==> config.mk <==
export PLATFORM = sky130hd
export DESIGN_NAME = mem_arbiter
export DESIGN_NICKNAME = d
export VERILOG_FILES = /design/src/logic/rv_mem_pkg.sv /design/src/logic/mem_arbiter.sv
export SDC_FILE = /design/constraint.sdc
export NUM_CORES = 1
export LEC_CHECK = 0
export BUFFER_PORTS_ARGS = -buffer_cell sky130_fd_sc_hd__buf_2
export CAP_MARGIN = 25
export CORE_AREA = 4 4 117 119
export DETAILED_ROUTE_END_ITERATION = 8
export DIE_AREA = 0 0 121 123
export HOLD_SLACK_MARGIN = 0.12
export PLACE_DENSITY = 0.56
export REMOVE_ABC_BUFFERS = 1
export SYNTH_ARGS = -nofsm -noshare
export SYNTH_HDL_FRONTEND = slang
export SYNTH_SLANG_ARGS = --single-unit
==> constraint.sdc <==
create_clock -name clk -period 1.9 [get_ports clk]
set_input_delay 0.19 -clock clk [delete_from_list [all_inputs] [get_ports clk]]
set_output_delay 0.19 -clock clk [all_outputs]
set_load 0.02 [all_outputs]
==> src/logic/rv_mem_pkg.sv <==
/*
  RV32I data memory shared definitions
  Load/store size coding after funct3, request struct and address width
*/
package rv_mem_pkg;

  // Byte address width of every requester
  localparam int ADDR_W = 32;

  // funct3 of the load/store instruction
  typedef logic [2:0] mem_size_t;

  localparam mem_size_t SIZE_B  = 3'b000;  // LB / SB
  localparam mem_size_t SIZE_H  = 3'b001;  // LH / SH
  localparam mem_size_t SIZE_W  = 3'b010;  // LW / SW
  localparam mem_size_t SIZE_BU = 3'b100;  // LBU, load only
  localparam mem_size_t SIZE_HU = 3'b101;  // LHU, load only

  // Any other code reads zero and stores nothing

  // One memory access, 69 bits
  // rd and wr are levels, both low means idle
  typedef struct packed {
    logic [ADDR_W-1:0] addr;   // Byte address
    logic [31:0]       wdata;  // Store data, low lanes used for SB/SH
    mem_size_t         size;   // Access size and sign
    logic              rd;     // Load request
    logic              wr;     // Store request
  } mem_req_t;

  // Idle request driven when nobody owns the memory
  localparam mem_req_t MEM_REQ_IDLE = '{
    addr:  '0,
    wdata: '0,
    size:  SIZE_B,
    rd:    1'b0,
    wr:    1'b0
  };

endpackage
==> src/logic/mem_arbiter.sv <==
/*
  Round-robin arbiter for the data memory
  Core load/store port against the DMA port, read data to the winner only
*/
`timescale 1ns/10ps

module mem_arbiter import rv_mem_pkg::*; (
  input  logic        clk,
  input  logic        reset,
  input  mem_req_t    core_req,
  input  mem_req_t    dma_req,
  input  logic [31:0] mem_rdata,
  output mem_req_t    mem_req,
  output logic        core_gnt,
  output logic        dma_gnt,
  output logic [31:0] core_rdata,
  output logic [31:0] dma_rdata
);

  logic core_act;
  logic dma_act;
  logic last_was_dma;  // Peer granted most recently

  // A peer asks when either level is up
  assign core_act = core_req.rd | core_req.wr;
  assign dma_act  = dma_req.rd | dma_req.wr;

  // Lone requester wins at once
  // On contention the peer that lost last time goes
  assign core_gnt = core_act & (~dma_act | last_was_dma);
  assign dma_gnt  = dma_act & (~core_act | ~last_was_dma);

  always_ff @(posedge clk) begin
    if (reset) begin
      last_was_dma <= 1'b1;  // Core wins the first tie
    end else if (core_gnt) begin
      last_was_dma <= 1'b0;
    end else if (dma_gnt) begin
      last_was_dma <= 1'b1;
    end
  end

  // Request mux toward the memory
  always_comb begin
    if (core_gnt) begin
      mem_req = core_req;
    end else if (dma_gnt) begin
      mem_req = dma_req;
    end else begin
      mem_req = MEM_REQ_IDLE;  // Nobody asking
    end
  end

  // Loser sees zero
  assign core_rdata = core_gnt ? mem_rdata : 32'h0;
  assign dma_rdata  = dma_gnt ? mem_rdata : 32'h0;

endmodule

=== After elaboration in Yosys (flattened, before gate mapping) ===
Index checks and enable logic that the tools add are counted.

* Mux-type cells: 6
* Bitwise operators: 9
* Reduce and logical (&&, ||, !) cells: 1

{| class="wikitable"
|+ Operator list
! kind !! count
|-
| $mux W69 || 2
|-
| $mux W32 || 2
|-
| $or A1 B1 Y1 || 4
|-
| $not A1 Y1 || 3
|-
| $and A1 B1 Y1 || 2
|-
| $mux W1 || 2
|-
| $reduce_bool A2 Y1 || 1
|}

* Bits in registers: 1
* Bits of input ports: 172
* Word-level logic and storage cells: 17

=== Logic depth before layout (Yosys ltp) ===
Gate-level depths: netlist (run 1).

* Depth after elaboration: 6
* Depth in mapped cells: 5
* Mapped depth without buffers: 2

=== Worst setup path before layout (run 1) ===
OpenSTA, ideal clock, no wires.

* Kind: flip-flop to output port
* Start: reg last_was_dma
* End: out mem_req[38] in the netlist's numbering
* Arrival: 1.281 ns
* Data required time: 1.710 ns
* Path slack: 0.429 ns
* Stages on the path, launching flop included: 5
* Path buffers: 2
* Cells stage by stage: dfxtp_1 o21ba_2 buf_4 buf_6 o22ai_1

{| class="wikitable"
|+ RTL lines
! item !! line !! RTL
|-
| start: declaration || mem_arbiter.sv:22 || <nowiki>logic last_was_dma;</nowiki>
|-
| start signal: assignment || mem_arbiter.sv:35 || <nowiki>last_was_dma <= 1'b1;</nowiki>
|-
| start signal: assignment || mem_arbiter.sv:37 || <nowiki>last_was_dma <= 1'b0;</nowiki>
|-
| start signal: assignment || mem_arbiter.sv:39 || <nowiki>last_was_dma <= 1'b1;</nowiki>
|-
| end: declaration || mem_arbiter.sv:13 || <nowiki>output mem_req_t mem_req,</nowiki>
|}

==> run_results.csv, run 1 <==
group,metric,value,unit
detailed_routing,route.detailed.drc,0,
final_layout,fillCellCount,1438,
worst_setup_path,regToRegStartpoint,"last_was_dma",
worst_setup_path,origin_of_the_worst_setup_path,"core_req[0]",
sta,final_max_slew_viol_count,0,
logic_synthesis,muxShareOfSynthArea,0,%
sta,slew_headroom,70.2,%
sta,final_min_period_over_clock_period,85.9,%
detailed_routing,vias,3760,
final_layout,final_nets,780,
worst_setup_path,r2r-end,"last_was_dma",
sta,max_freq,0.613,GHz
worst_hold_path,hp-class,"input pin to register",
logic_synthesis,yosys.area.top_type,"o21ai_0",
final_layout,regArea,20.0,um2
logic_synthesis,leading_post_synthesis_cells_by_instance_count,"o21ai_0, o22ai_1, and3_1",
logic_synthesis,yosysUniqueCellTypes,23,
final_layout,register_bank_with_the_most_flops,"last_was_dma",
final_layout,biggestRegsByFlops,"last_was_dma: 1 flops",
worst_setup_path,critical-path-slowest-cell,"buf_4",
final_layout,finalCoreUtilization,28.6,%
logic_synthesis,post_synth_and_or_nand_nor_area_fraction,23.0,%
detailed_routing,drt_wl_total,12.7,mm
logic_synthesis,synthCells,341,
place,gpl.final_weighted_congestion,0.825,
logic_synthesis,synth_area_per_inst,5.57,um2
worst_setup_path,timing_worst_setup_path_type,"input pin to output pin",
logic_synthesis,synth_xor_xnor_area_share,0,%
die,effective_utilization_at_floorplan,15.1,%
place,place.detailed.hpwl,9.81,mm
worst_hold_path,worst_hold_path.endpoint,"last_was_dma",
logic_synthesis,synth_top_flop_cell,"dfxtp_1",
cts,post_cts_hold_buffers,0,
logic_synthesis,synth_compound_gate_area_share,61.4,%
final_layout,drive_above_1_share,54.1,%
logic_synthesis,number_of_enable_type_register_cells_in_the_synthesized_netlist,0,
global_route,grtUsageTotal,14.8,%
global_route,grt_max_degree,64,
die,die_area,0.0149,mm2
worst_setup_path,required,1710,ps
logic_synthesis,syn_area,0.00190,mm2
die,std_cell_rows,41,
flow_run,drv.max_cap_violation_count,0,
worst_setup_path,worstPathBufferInverterCount,3,
die,fp.dieW,121,um
cts,clkLatencyLatePin,0,ps
place,post-place-ws,248,ps
worst_setup_path,cpLargestDelayFamily,"buffers and inverters",
detailed_routing,detail_route.wl_per_cell,16.4,um
worst_setup_path,timing.critical_path.cells,"buf_2, o21a_2, buf_4, o22ai_1, buf_2",
pwr,power_leakage,2.00,nW
pwr,cellPowerDensity,393,mW/mm2
logic_synthesis,synth.area.top_cells,"o21ai_0, o22ai_1, and3_1",
global_route,grt_overflow,0,
sta,hold_violations,0,
worst_setup_path,max_stage_delay,330,ps
die,dieHeight,123,um
detailed_routing,dr.first_iter.drc_count,209,
worst_setup_path,cp_common_cell,"buf_2",
sta,final.setup_skew,0,ps
final_layout,largest_reg_flops,1,
cts,clkSlewWorstSetupHoldPaths,0,ps
global_route,number_of_global_route_vias_before_repair,3531,
logic_synthesis,dominant_combinational_cell_family_by_area_after_synthesis,"compound AO/OA/AOI/OAI gates",
detailed_routing,drtAntennaViolNets,0,
sta,final-setup-viol-count,0,
worst_hold_path,holdCritStartpoint,"reset",
worst_hold_path,worstHoldPathCells,2,
final_layout,area_delta_synth_final,89.4,%
worst_setup_path,crit_arrival,1440,ps
global_route,grt_pass1_wl,18.4,mm
logic_synthesis,post_synth_arst_share,0,%
cts,post_cts_buffers,0,
worst_setup_path,end_kind,"output pin",
worst_setup_path,reg2regPathDepth,3,
detailed_routing,vias_per_cell,4.83,
worst_setup_path,r2r_setup_slack,650,ps
worst_setup_path,critPathMaxFanout,32,
outcome,status,"complete, no violations",
global_route,antenna_found_initial,0,
logic_synthesis,synth-warning-count,0,
place,io_buffer_count,306,
logic_synthesis,yosys.cell_count.top_type,"o21ai_0",
die,core_area,0.0126,mm2
sta,final.min_clock_period,1630,ps
final_layout,multiInputGateArea,0.00160,mm2
sta,fin_worst_setup_slack,269,ps
sta,timing.setup.tns,0,ps
detailed_routing,drt_pass_1_iters,4,
logic_synthesis,synth_fa_ha_area_share,0,%
logic_synthesis,synth.ff_latch_count,1,
sta,rsz0062_at_grt,"false",
worst_setup_path,worstSetupStartpointType,"input pin",
logic_synthesis,synth_sequential_area_ratio,1.05,%
cts,gates_resized_cts_repair,0,
sta,worst_pin_slew,447,ps
logic_synthesis,netlist.area_leader.share,35.0,%
die,boundaryPins,307,
final_layout,num_antenna_cells,0,
pwr,irDropWorstVdd,0.000144,V
==> power breakdown <==
part           total (mW)  internal (mW)  switching [mW]
registers          0.0284         0.0234         0.00500
logic                1.38          0.536           0.849
clock network           0              0               0
total                1.41          0.559           0.854
==> logic make-up (layout without fill, tap and decap cells) <==
kind of cell,Yosys count,count (layout)
AND/OR/NAND/NOR,70,70
buffers and inverters,60,325
flip-flops,1,1
AO/OA/AOI/OAI,210,210
==> metrics by stage <==
stage               instance area, um2  cells  power (mW)  hold WS (ps)
floorplan                         1630    282       0.754           284
global placement                  3600    778        1.42           375
detailed placement                3600    778        1.42           380
CTS                               3600    778        1.42           380
global route                      3600    778        1.53           400
finish                            3600    778        1.41           374
==> cell type report <==
type	instances	share of cell area [%]
inverter	1	0.104
multi-input combinational	280	44.6
sequential	1	0.557
tap	172	5.98
timing repair buffer	324	48.8
==> layout by cell type, fill, tap and decap left out, types with 2 or more instances in the layout <==
cell type,count
o21ai_0,133
buf_12,7
buf_2,306
o22ai_1,67
and2_1,2
a21boi_0,2
buf_4,11
and3_1,64
==> per-layer routing <==
| metal | track usage [%] | wire length, um |
|---|---|---|
| met1 | 18.6 | 5070 |
| met2 | 27.3 | 6180 |
| met3 | 2.97 | 1440 |
| met4 | 0.708 | 43 |
| met5 | 0 | 0 |
==> worst register-to-register path: cells and delay by family (launching register included) <==
family	cells	cell delay, ps
DFF	1	490
AOI/OAI and AO/OA	2	410
buffers and inverters	1	230
==> worst max path at each step <==
stage                endpoint  slack [ps]  cells after the start
4_1_cts           mem_req[22]         240                      5
6_report          mem_req[22]         270                      5
2_1_floorplan     mem_req[67]        -370                      2
3_3_place_gp      mem_req[22]         230                      5
5_1_grt        core_rdata[26]         170                      4
3_5_place_dp      mem_req[22]         250                      5
Note: power is estimated with default switching activity, not from simulation.
==> inputs of run 2 (changes only) <==
Settings changed: CORE_AREA 4 4 117 119 to 4 4 119 121, CTS_BUF_LIST from default to sky130_fd_sc_hd__clkbuf_4, DIE_AREA 0 0 121 123 to 0 0 123 125, PLACE_DENSITY 0.56 to 0.55.
==> run_results.csv, run 2 (synthesized netlist as in run 1, its figures left out) <==
group,metric,value,unit
outcome,status,"complete, no violations",
sta,worst_pin_slew,453,ps
sta,max_freq,0.636,GHz
global_route,antenna_found_initial,2,
sta,final_min_period_over_clock_period,82.7,%
final_layout,layout.cells.most_common,"buf_2",
worst_setup_path,timing_worst_setup_path_type,"input pin to output pin",
cts,post_cts_hold_buffers,0,
detailed_routing,vias_per_cell,4.91,
final_layout,biggestRegsByFlops,"last_was_dma: 1 flops",
worst_setup_path,end_kind,"output pin",
cts,gates_resized_cts_repair,0,
sta,fin_worst_setup_slack,328,ps
final_layout,register_bank_with_the_most_flops,"last_was_dma",
final_layout,layout_common_cells,"buf_2, o21ai_0, o22ai_1, and3_1, buf_4",
place,post-place-ws,335,ps
worst_setup_path,worstSetupStartpointType,"input pin",
flow_run,drv.max_cap_violation_count,0,
place,place.detailed.hpwl,10.4,mm
detailed_routing,drt_wl_total,13.2,mm
sta,final.setup_skew,0,ps
final_layout,drive_above_1_share,54.3,%
sta,final.min_clock_period,1570,ps
global_route,grt_pass1_wl,19.7,mm
die,dieHeight,125,um
detailed_routing,drt_pass_1_iters,4,
pwr,cellPowerDensity,397,mW/mm2
global_route,grt_overflow,0,
worst_setup_path,required,1710,ps
cts,post_cts_buffers,0,
die,fp.dieW,123,um
sta,hold_violations,0,
detailed_routing,drtAntennaViolNets,0,
final_layout,area_delta_synth_final,87.8,%
cts,clkLatencyLatePin,0,ps
final_layout,final_nets,782,
pwr,power_leakage,2.00,nW
final_layout,largest_reg_flops,1,
global_route,grt_max_degree,49,
die,die_area,0.0154,mm2
final_layout,num_antenna_cells,0,
worst_setup_path,critPathMaxFanout,33,
place,gpl.final_weighted_congestion,0.801,
global_route,number_of_global_route_vias_before_repair,3686,
detailed_routing,vias,3853,
worst_hold_path,hp-class,"input pin to register",
detailed_routing,route.detailed.drc,0,
pwr,power.total,1.41,mW
sta,slew_headroom,69.8,%
place,io_buffer_count,306,
sta,final_max_slew_viol_count,0,
final_layout,finalCoreUtilization,27.3,%
die,core_area,0.0131,mm2
die,boundaryPins,307,
global_route,grtUsageTotal,15.5,%
final_layout,fillCellCount,1517,
die,effective_utilization_at_floorplan,14.5,%
cts,clkSlewWorstSetupHoldPaths,0,ps
sta,final-setup-viol-count,0,
die,std_cell_rows,42,
sta,rsz0062_at_grt,"false",
detailed_routing,dr.first_iter.drc_count,194,
worst_setup_path,crit_arrival,1380,ps
pwr,irDropWorstVdd,0.000147,V
detailed_routing,detail_route.wl_per_cell,16.9,um
==> run 2: final cells by class <==
type / instances / area (um2) / share of cell area [%]
inverters: 1 / 3.75 / 0.105
multi-input cells: 280 / 1600 / 45.0
flip-flops and latches: 1 / 20.0 / 0.561
well taps: 176 / 220 / 6.17
repair buffers: 326 / 1720 / 48.2
==> run 2: final timing paths <==
check,from,to,slack [ps],cells after the start
max,dma_req[0],mem_req[3],330,5
min,reset,last_was_dma,380,2
max reg2reg,last_was_dma,last_was_dma,720,4
min reg2reg,last_was_dma,last_was_dma,800,3
==> run 2: per-stage QoR <==
stage | std cells | area (um2) | TNS (ps) | hold slack, ps
floorplan | 282 | 1630 | -20710 | 284
global route | 784 | 3570 | 0 | 398
detailed placement | 784 | 3570 | 0 | 379
global placement | 784 | 3570 | 0 | 377
CTS | 784 | 3570 | 0 | 379
finish | 784 | 3570 | 0 | 377
==> run 2: where the power goes <==
group,internal [mW],total (mW),switching (mW)
logic,0.533,1.39,0.857
registers,0.0234,0.0246,0.00115
clock network,0,0,0
==> run 2: routing by layer <==
metal,vias up,share of wire (%),track usage [%]
met1,1757,39,19.2
met4,4,0.39,0.391
met3,10,12,3.48
met5,-,0.20,0
met2,236,49,28.5
li1,1846,-,-
==> run 2: critical path, cell delays in order <==
cell	delay [ps]
buf_2	270
o21ba_2	210
buf_4	330
o22ai_1	170
buf_2	180
