==> src/logic/rv_mem_pkg.sv <==
/*
  RV32I data memory shared definitions
  Load/store size coding after funct3, request struct and address width
*/
package rv_mem_pkg;

  // Byte address width of every requester
  localparam int ADDR_W = 32;

  // funct3 of the load/store instruction
  typedef logic [2:0] mem_size_t;

  localparam mem_size_t SIZE_B  = 3'b000;  // LB / SB
  localparam mem_size_t SIZE_H  = 3'b001;  // LH / SH
  localparam mem_size_t SIZE_W  = 3'b010;  // LW / SW
  localparam mem_size_t SIZE_BU = 3'b100;  // LBU, load only
  localparam mem_size_t SIZE_HU = 3'b101;  // LHU, load only

  // Any other code reads zero and stores nothing

  // One memory access, 69 bits
  // rd and wr are levels, both low means idle
  typedef struct packed {
    logic [ADDR_W-1:0] addr;   // Byte address
    logic [31:0]       wdata;  // Store data, low lanes used for SB/SH
    mem_size_t         size;   // Access size and sign
    logic              rd;     // Load request
    logic              wr;     // Store request
  } mem_req_t;

  // Idle request driven when nobody owns the memory
  localparam mem_req_t MEM_REQ_IDLE = '{
    addr:  '0,
    wdata: '0,
    size:  SIZE_B,
    rd:    1'b0,
    wr:    1'b0
  };

endpackage
==> src/logic/dma_copier.sv <==
/*
  Word copy DMA engine
  Reads word k from src+4k into a holding register, writes it to dst+4k
  One granted read and one granted write per word, done pulse at the end
*/
`timescale 1ns/10ps

module dma_copier import rv_mem_pkg::*; #(
  parameter int unsigned MEM_SIZE = 4096
) (
  input  logic        clk,
  input  logic        reset,
  input  logic        dma_start,
  input  logic [31:0] dma_src,
  input  logic [31:0] dma_dst,
  input  logic [7:0]  dma_len,
  output mem_req_t    dma_req,
  input  logic        dma_gnt,
  input  logic [31:0] dma_rdata,
  output logic        dma_busy,
  output logic        dma_done
);

  typedef enum logic [1:0] {
    ST_IDLE,
    ST_READ,
    ST_WRITE
  } dma_state_t;

  dma_state_t        state;
  logic [7:0]        words_left;  // Words still to write
  logic [ADDR_W-1:0] src_addr;
  logic [ADDR_W-1:0] dst_addr;
  logic [31:0]       data_hold;   // Word between read and write
  logic              start_ok;

  // Command only taken while idle
  assign start_ok = dma_start && (state == ST_IDLE);
  assign dma_busy = (state != ST_IDLE);

  // Control FSM, advances on granted edges only
  always_ff @(posedge clk) begin
    if (reset) begin
      state      <= ST_IDLE;
      words_left <= 8'd0;
      dma_done   <= 1'b0;
    end else begin
      dma_done <= 1'b0;  // Single cycle pulse
      case (state)
        ST_IDLE: begin
          if (start_ok) begin
            if (dma_len == 8'd0) begin
              dma_done <= 1'b1;  // Nothing to copy
            end else begin
              words_left <= dma_len;
              state      <= ST_READ;
            end
          end
        end
        ST_READ: begin
          if (dma_gnt) state <= ST_WRITE;
        end
        ST_WRITE: begin
          if (dma_gnt) begin
            words_left <= words_left - 8'd1;
            if (words_left == 8'd1) begin
              state    <= ST_IDLE;
              dma_done <= 1'b1;  // Last word committed
            end else begin
              state <= ST_READ;
            end
          end
        end
        default: state <= ST_IDLE;
      endcase
    end
  end

  // Running addresses and data, wrapped to the memory size
  always_ff @(posedge clk) begin
    if (start_ok) begin
      src_addr <= dma_src % ADDR_W'(MEM_SIZE);
      dst_addr <= dma_dst % ADDR_W'(MEM_SIZE);
    end
    if (state == ST_READ && dma_gnt) begin
      data_hold <= dma_rdata;
      src_addr  <= (src_addr + ADDR_W'(4)) % ADDR_W'(MEM_SIZE);
    end
    if (state == ST_WRITE && dma_gnt) begin
      dst_addr <= (dst_addr + ADDR_W'(4)) % ADDR_W'(MEM_SIZE);
    end
  end

  // LW in read state, SW in write state
  always_comb begin
    dma_req = MEM_REQ_IDLE;
    case (state)
      ST_READ: begin
        dma_req.addr = src_addr;
        dma_req.size = SIZE_W;
        dma_req.rd   = 1'b1;
      end
      ST_WRITE: begin
        dma_req.addr  = dst_addr;
        dma_req.wdata = data_hold;
        dma_req.size  = SIZE_W;
        dma_req.wr    = 1'b1;
      end
      default: dma_req = MEM_REQ_IDLE;
    endcase
  end

endmodule

==> config.mk <==
export PLATFORM = sky130hd
export DESIGN_NAME = dma_copier
export DESIGN_NICKNAME = d
export VERILOG_FILES = /design/src/logic/rv_mem_pkg.sv /design/src/logic/dma_copier.sv
export SDC_FILE = /design/constraint.sdc
export NUM_CORES = 1
export LEC_CHECK = 0
export ABC_AREA = 1
export BUFFER_PORTS_ARGS = -buffer_cell sky130_fd_sc_hd__buf_2
export CORE_MARGIN = 2
export CORE_UTILIZATION = 35
export DETAILED_ROUTE_END_ITERATION = 8
export PLACE_DENSITY = 0.6
export SYNTH_ARGS = -nofsm -noshare
export SYNTH_HDL_FRONTEND = slang
export SYNTH_SLANG_ARGS = --single-unit
export TNS_END_PERCENT = 5
==> constraint.sdc <==
create_clock -name clk -period 2.5 [get_ports clk]
set_clock_uncertainty 0.15 [all_clocks]
set_input_delay 0.125 -clock clk [delete_from_list [all_inputs] [get_ports clk]]
set_output_delay 0.125 -clock clk [all_outputs]
set_load 0.02 [all_outputs]
== Word level (Yosys, flattened, before mapping) ==
Index checks and enable logic that the tools add are counted.
Operators by class
  reductions and logical operators: 12
  mux-type cells: 24
  equality and inequality tests: 7
  add/subtract/negate cells: 3
Operators by type and width (count)
  12-bit two-way mux: 4
  32-bit two-way mux: 1
  12-bit by 3-bit adder with 12-bit output, second input constant: 2
  8-bit two-way mux: 3
  12-bit case mux with 2 select lines: 1
  8-bit case mux with 2 select lines: 1
  2-bit two-way mux: 5
  8-bit by 1-bit == test with 1-bit output, second input constant: 1
  8-bit logical NOT: 1
  2-bit != test, second input constant: 4
  4-bit AND reduction: 2
  2-bit nonzero test: 4
  8-bit by 1-bit subtractor with 8-bit output, second input constant: 1
  1-bit two-way mux: 7
  2-bit case mux with 3 select lines: 1
  1-bit logical AND: 3
  2-bit by 1-bit == test with 1-bit output, second input constant: 1
  2-bit == test, second input constant: 1
  2-bit logical NOT: 1
  1-bit case mux with 2 select lines: 1
  2-bit OR reduction: 1
Storage, ports and cells
  input port bits: 108
  register bits: 67
  output and inout port bits: 71
  logic and storage cells: 52

== Depth between registers and ports, before layout ==
Gate-level depths: netlist (run 1).
  depth in word-level cells: 4
  depth in mapped cells: 11
  mapped depth without buffers: 9

== Worst setup path after synthesis (run 1) ==
Ideal clock, no wire load.
  path type: register -> register
  from: register state[1]
  to: register src_addr[9] (data pin)
  arrival time: 1593 ps
  stages on the path, launching flop included: 8
  period minus slack after synthesis: 1896 ps
  slack: 604 ps
  path buffers: 1
  required time: 2198 ps
  cells stage by stage: dfxtp_1 -> inv_1 -> ha_1 -> nand2_1 -> inv_1 -> buf_4 -> o21ai_0 -> o21ai_0
Between the ends
  longest elaborated chain between the ends: 3
Ends and longest elaborated chain
  start: declaration: RTL line dma_copier.sv:30  | dma_state_t state;
  start signal: assignment: RTL line dma_copier.sv:44  | state <= ST_IDLE;
  start signal: assignment: RTL line dma_copier.sv:56  | state <= ST_READ;
  start signal: assignment: RTL line dma_copier.sv:61  | if (dma_gnt) state <= ST_WRITE;
  2-bit by 1-bit == test with 1-bit output: RTL line dma_copier.sv:85  | if (state == ST_READ && dma_gnt) begin
  1-bit logical AND: RTL line dma_copier.sv:85
  12-bit two-way mux: RTL line dma_copier.sv:85
  end signal: assignment: RTL line dma_copier.sv:82  | src_addr <= dma_src % ADDR_W'(MEM_SIZE);
  end signal: assignment: RTL line dma_copier.sv:87  | src_addr <= (src_addr + ADDR_W'(4)) % ADDR_W'(MEM_SIZE);
  end: declaration: RTL line dma_copier.sv:32  | logic [ADDR_W-1:0] src_addr;
Every way passes these cells.
A chain may end at the register's enable or synchronous reset.

==> impl_metrics.toml, run 1 <==
[final_layout]
area.growth.synth_to_final_pct = 40.5
nFillCells = 1012
antenna_cells = 0
final_util_pct = 50.8
regArea_um2 = 1900
multi_input_area_um2 = 1430
num-nets-final = 761
fin_area_um2 = 5250
drive_gt1_share_pct = 23.0

[global_route]
grt_overflow = 0
grtUsageTotal_pct = 16.4
grt_antenna_before_repair = 0
grt_max_degree = 37
grt_pass1_wl_um = 14900
grt_pass1_vias = 3201

[detailed_routing]
routed_wl_um = 9150
vias_per_cell = 4.45
ant_nets = 0
wl_per_cell_um = 11.7
dr_total_vias = 3491
drtIter0Drc = 198
drt_first_pass_iters = 6
drc = 0

[outcome]
status = "completed"

[logic_synthesis]
synth_area_per_cell_um2 = 8.10
syn_area_um2 = 3730
synth-xor-area-share_pct = 1.17
yosys.area.top_type = "edfxtp_1"
synth_edf_count = 56
synth_top_family_by_area = "simple AND/OR/NAND/NOR gates"
syn_inst = 461
synthSimpleGateAreaFrac_pct = 25.9
ys_top_cells_by_count = "156 x nand2_1, 61 x inv_1, 56 x edfxtp_1, 47 x nor2_1, 23 x buf_4"
yosysMostFrequentCell = "nand2_1"
ys_ff_latch = 67
synthMuxAreaShare_pct = 0
synth_fa_ha_area_share_pct = 3.02
synth-compound-area-share_pct = 5.76
synth_flop_cell = "edfxtp_1"
async_reset_ff_share_pct = 0
synth.distinct_cells = 28
synth_warnings = 0
yosysSeqAreaShare_pct = 50.9
yosysTopAreaCellShare_pct = 45.0
ys_top_cells_by_area = "edfxtp_1 45%, nand2_1 16%, inv_1 6.1%"

[critical_path]
cp.required_ns = 2.23
r2r_start = "state[0]"
rr_worst_depth = 9
cp_max_fo = 36
crit_chain = "inv_1 -> ha_2 -> buf_4 -> nand2_1 -> inv_1 -> buf_2"
cpMostUsedCell = "inv_1"
slowest_stage = "dfxtp_1"
reg2reg_slack_ns = 0.65
crit_type = "flop to output pin"
rr_endpoint = "words_left[2]"
startpoint_type = "flop"
worstSetupEndpointType = "output pin"
critPathArrivalTime_ns = 1.80
slowest_delay_ns = 0.36

[clocking]
cts_resized = 0
cts_buffers = 9
clock_sinks = 67
ctsRootBufferMaster = "clkbuf_8"
clk_pin_slew_ns = 0.09
cts_tree = "yes"
worstSkewPairLatency_ns = 0.34
clk_path_buf_depth = 2
htree_levels = 3

[pwr]
p_leak_nw = 2.69
clkPwrFrac_pct = 22.0
p_per_area_nw_per_um2 = 925
sw_frac_of_total_pct = 40.9
vdd_drop_max_uv = 617
internal_power_w = 0.00287
total_power_w = 0.00485
comb_power_share_pct = 40.3
power_frac_seq_pct = 37.7
p_switching_w = 0.00198

[hold_path]
hp-class = "input pin to flop"
min_to = "words_left[7]"
min_path_cells = 5
min_from = "dma_len[7]"

[place]
hpwl_um = 6450
io_buffers = 116
routabilityCongestion = 0.846
post_dp_cell_area_um2 = 4370

[floorplanning]
initial_core_util_pct = 36.2
die_h_um = 107
io_pins = 179
dieArea_um2 = 11500
coreArea_um2 = 10300
die_x_um = 107
fp-row-count = 37

[timing]
rsz0062_at_grt = "no"
period_share_pct = 83.1
hold_viol_final = 0
slew_viol_final = 0
fin_tns_setup_ns = 0
fin_crit_ns = 2.08
setup_viol = 0
max_freq_ghz = 0.481

[flow_run]
maxCapViolCount = 0
## per-layer routing
layer  routed length, um  share of wire, %  vias to the layer above  global-route usage, %
met2                4420                48                      130                   27.5
met5                   0                 0                        -                      0
met4                 122               1.3                        0                   5.75
li1                    -                 -                     1775                      -
met3                 544               5.9                       11                   3.15
met1                4060                44                     1575                   21.2
## power groups by stage
stage | clock network, W | registers (W) | logic [W]
floorplan | 0 | 0.00178 | 0.00147
global placement | 0 | 0.00183 | 0.00185
detailed placement | 0 | 0.00184 | 0.00189
CTS | 0.00110 | 0.00182 | 0.00197
global route | 0.00115 | 0.00187 | 0.00224
finish | 0.00107 | 0.00183 | 0.00196
## placed cells by master (no fill, tap or decap), types with 4 or more instances in the layout
cell and instances:
nand2_1 156, buf_2 116, dlygate4sd3_1 64, inv_1 61, edfxtp_1 56, nor2_1 47
conb_1 22, nand3_1 20, o21ai_0 19, a21oi_1 18, clkbuf_8 11, dfxtp_1 11
ha_1 8, nand4_1 7, buf_4 7, xor2_1 4
## worst max-delay path by stage
stage	from	to	slack [ns]
2_1_floorplan	state[1]	src_addr[9]	0.60
3_3_place_gp	state[1]	data_hold[11]	0.68
3_5_place_dp	state[1]	data_hold[11]	0.66
4_1_cts	state[0]	dma_req[16]	0.42
5_1_grt	state[0]	dma_req[43]	0.30
6_report	state[0]	dma_req[20]	0.42
## flip-flops by register name, indices dropped and copies added (netlist names)
register	flops
data_hold	32
words_left	8
dma_done	1
dst_addr	12
src_addr	12
state	2
## metrics by stage
stage               hold slack, ns  setup slack [ns]  instances
finish                      0.0173             0.423        785
detailed placement           0.153             0.656        705
global placement             0.152             0.677        705
floorplan                   0.0441             0.604        482
CTS                        0.00829             0.421        785
global route                0.0305             0.298        785
## critical path, delay by kind of cell, from the launching register on
family                   cells  cell delay, ns
flip-flops                   1            0.36
adder cells (fa/ha/maj)      1            0.24
buffers and inverters        4            0.73
AND/OR/NAND/NOR              1            0.13
## final cells by class
class                      count  share of cell area [%]
sequential                    67                    36.3
multi-input combinational    315                    27.2
timing repair buffer         187                    24.3
inverter                      64                    4.58
tap                          136                    3.24
clock buffer                  11                    2.89
clock inverter                 5                    1.60
## what timing repair did
item,4_1_cts,5_1_grt
hold buffers,64,0
hold endpoints to repair,64,0
endpoints found under the setup margin,0,0
setup buffers,0,0
## cells by family (layout without fill, tap and decap cells)
group,Yosys count,in the layout
other,1,22
AND/OR/NAND/NOR,238,238
buffers and inverters,100,267
AO/OA/AOI/OAI,41,41
flip-flops,67,67
adder cells (fa/ha/maj),9,9
XOR/XNOR,5,5
Note: power is estimated with default switching activity, not from simulation.
==> run 2: changes to the inputs <==
--- a/config.mk
+++ b/config.mk
@@ -5,12 +5,12 @@
 export SDC_FILE = /design/constraint.sdc
 export NUM_CORES = 1
 export LEC_CHECK = 0
-export ABC_AREA = 1
+export ABC_AREA = 0
 export BUFFER_PORTS_ARGS = -buffer_cell sky130_fd_sc_hd__buf_2
 export CORE_MARGIN = 2
 export CORE_UTILIZATION = 35
 export DETAILED_ROUTE_END_ITERATION = 8
-export PLACE_DENSITY = 0.6
+export PLACE_DENSITY = 0.63
 export SYNTH_ARGS = -nofsm -noshare
 export SYNTH_HDL_FRONTEND = slang
 export SYNTH_SLANG_ARGS = --single-unit
==> constraint.sdc (replaced) <==
create_clock -name clk -period 1.76 [get_ports clk]
set_clock_uncertainty 0.15 [all_clocks]
set_input_delay 0.088 -clock clk [delete_from_list [all_inputs] [get_ports clk]]
set_output_delay 0.088 -clock clk [all_outputs]
set_load 0.02 [all_outputs]
==> run 2 against run 1 <==
  * The flow now finishes with violations (negative setup slack)
  * Power rose by 52%
  * Sequential power rose by 43%
  * Sequential cell count did not move
  * Cell area rose by 11%
  * Sequential share of layout area fell by 3.5 points
  * Utilization rose by 6.3 points
  * Synthesized area fell by 2.7%
  * Highest routed layer unchanged
==> impl_metrics.toml, run 2 <==
[critical_path]
crit_type = "flop to output pin"
cp_max_fo = 7
critPathArrivalTime_ns = 1.61
startpoint_type = "flop"
slowest_delay_ns = 0.37
crit_chain = "inv_4 -> buf_6 -> ha_4 -> buf_8 -> a22oi_2 -> nor2b_1 -> buf_4"
path_buf_inv = 4
cp_top_family = "buffers and inverters"
worstSetupEndpointType = "output pin"
cp.required_ns = 1.52
slowest_stage = "dfxtp_4"

[global_route]
grtUsageTotal_pct = 18.0
grt_max_degree = 25
grt_pass1_wl_um = 15700
grt_overflow = 0
grt_pass1_vias = 3247
grt_antenna_before_repair = 0

[pwr]
p_leak_nw = 2.39
internal_power_w = 0.00456
p_switching_w = 0.00279
comb_power_share_pct = 48.9
vdd_drop_max_uv = 690
sw_frac_of_total_pct = 38.0
p_per_area_nw_per_um2 = 1260
power_frac_seq_pct = 35.5
clkPwrFrac_pct = 15.6
total_power_w = 0.00736

[outcome]
failed_checks = "negative setup slack"
status = "complete, but fails checks"

[detailed_routing]
routed_wl_um = 10100
drt_first_pass_iters = 4
ant_nets = 0
vias_per_cell = 4.73
wl_per_cell_um = 14.7
dr_total_vias = 3236
drc = 0
drtIter0Drc = 149

[timing]
max_freq_ghz = 0.542
fin_crit_ns = 1.84
fin_tns_setup_ns = -1.04
setup_viol = 40
slew_viol_final = 0
period_share_pct = 105
hold_viol_final = 0
fin_ws_ns = -0.0850
rsz0062_at_grt = "yes"

[floorplanning]
io_pins = 179
dieArea_um2 = 11200
initial_core_util_pct = 35.7
fp-row-count = 37
die_h_um = 106
coreArea_um2 = 10200
die_x_um = 106

[flow_run]
maxCapViolCount = 0

[logic_synthesis]
synth_edf_count = 56
syn_area_um2 = 3630
synth.distinct_cells = 50
yosysTopAreaCellShare_pct = 46.3
yosysMostFrequentCell = "edfxtp_1"
ys_ff_latch = 67
synth_flop_cell = "edfxtp_1"
synth_area_per_cell_um2 = 10.9
async_reset_ff_share_pct = 0
syn_inst = 332
yosys.area.top_type = "edfxtp_1"
yosysSeqAreaShare_pct = 52.4
synth_warnings = 0
ys_top_cells_by_count = "56 x edfxtp_1, 36 x and2_1, 27 x nand2_1, 22 x buf_4, 19 x o21ai_0"
ys_top_cells_by_area = "edfxtp_1 46%, and2_1 6.2%, dfxtp_1 6.1%"

[final_layout]
final_cell_mix = "71 x buf_2, 64 x dlygate4sd3_1, 56 x edfxtp_1"
final_common_cell = "buf_2"
reg.largest.list = "data_hold (32), dst_addr (12), src_addr (12)"
drive_gt1_share_pct = 39.6
area.growth.synth_to_final_pct = 60.1
top_register = "data_hold"
final_util_pct = 57.1
num-nets-final = 660
largest_register_ffs = 32
antenna_cells = 0

[place]
io_buffers = 116
hpwl_um = 6580
dp_slack_ns = -0.108
routabilityCongestion = 0.877

[clocking]
worstSkewPairLatency_ns = 0.33
clk_path_buf_depth = 2
ctsRootBufferMaster = "clkbuf_8"
clk_pin_slew_ns = 0.07
cts_buffers = 9
htree_levels = 3
cts_tree = "yes"
clock_sinks = 67

[hold_path]
hp-class = "input pin to flop"
-- run 2: cell families (layout without fill, tap and decap cells) --
logic type	Yosys count	in the layout	synth area share (%)
DFF	67	67	52.4
buffers and inverters	47	242	7.54
AOI/OAI and AO/OA	65	65	12.4
adders and majority gates	9	9	3.10
and+or+nand+nor	124	124	19.7
muxes	3	3	0.896
other	1	22	0.103
xor gates and xnor gates	16	16	3.86
-- run 2: worst paths after layout --
path                    to     startpoint  slack, ns  cells past startpoint
max            dma_req[39]       state[1]      -0.08                      7
min          words_left[1]     dma_len[1]       0.05                      4
max reg2reg    src_addr[3]       state[1]      -0.05                      7
min reg2reg  words_left[7]  words_left[7]       0.37                      2
-- run 2: area by class of cell --
| type | count | area [um2] |
|---|---|---|
| clock inverter | 3 | 12.5 |
| clock buffer | 13 | 159 |
| multi-input combinational | 239 | 1740 |
| sequential | 67 | 1910 |
| timing repair buffer | 217 | 1790 |
| inverter | 9 | 43.8 |
| tap | 136 | 170 |
| fill | 845 | 4370 |
-- run 2: worst register-to-register path: stages (launching register included) --
cell and delay [ns]:
dfxtp_4 0.38, inv_4 0.05, buf_6 0.11, ha_4 0.18
buf_8 0.15, nand2_8 0.07, clkinvlp_4 0.15, mux2_4 0.32
-- run 2: repair_timing --
| action | 4_1_cts | 5_1_grt |
|---|---|---|
| buffers inserted | 6 | 1 |
| resized for setup | 85 | 33 |
| hold buffers | 64 | 0 |
| gates cloned | 1 | 1 |
| pin swaps | 11 | 3 |
| hold endpoints to repair | 67 | 0 |
| endpoints found under the setup margin | 72 | 127 |
-- run 2: layer usage --
metal	part of all wire, %	vias to the layer above	GRT usage (%)	wire [um]
met2	51	99	31.2	5090
met4	1.3	0	7.24	132
met3	4.3	12	2.72	430
met1	44	1547	22.4	4420
met5	0	-	0	0
li1	-	1578	-	-
-- run 2: power groups by stage --
stage	combinational (W)	clock, W	sequential, W
finish	0.00360	0.00114	0.00261
global route	0.00388	0.00124	0.00267
global placement	0.00273	0	0.00256
CTS	0.00337	0.00118	0.00258
detailed placement	0.00278	0	0.00258
floorplan	0.00188	0	0.00251
-- run 2: stage by stage --
step	cells	hold WS [ns]	cell area (um2)
after detailed placement	595	0.117	4460
after CTS	682	0.0101	5640
after floorplan	353	0.0369	3740
after global routing	684	0.0416	5820
after global placement	595	0.116	4460
final	684	0.0531	5820
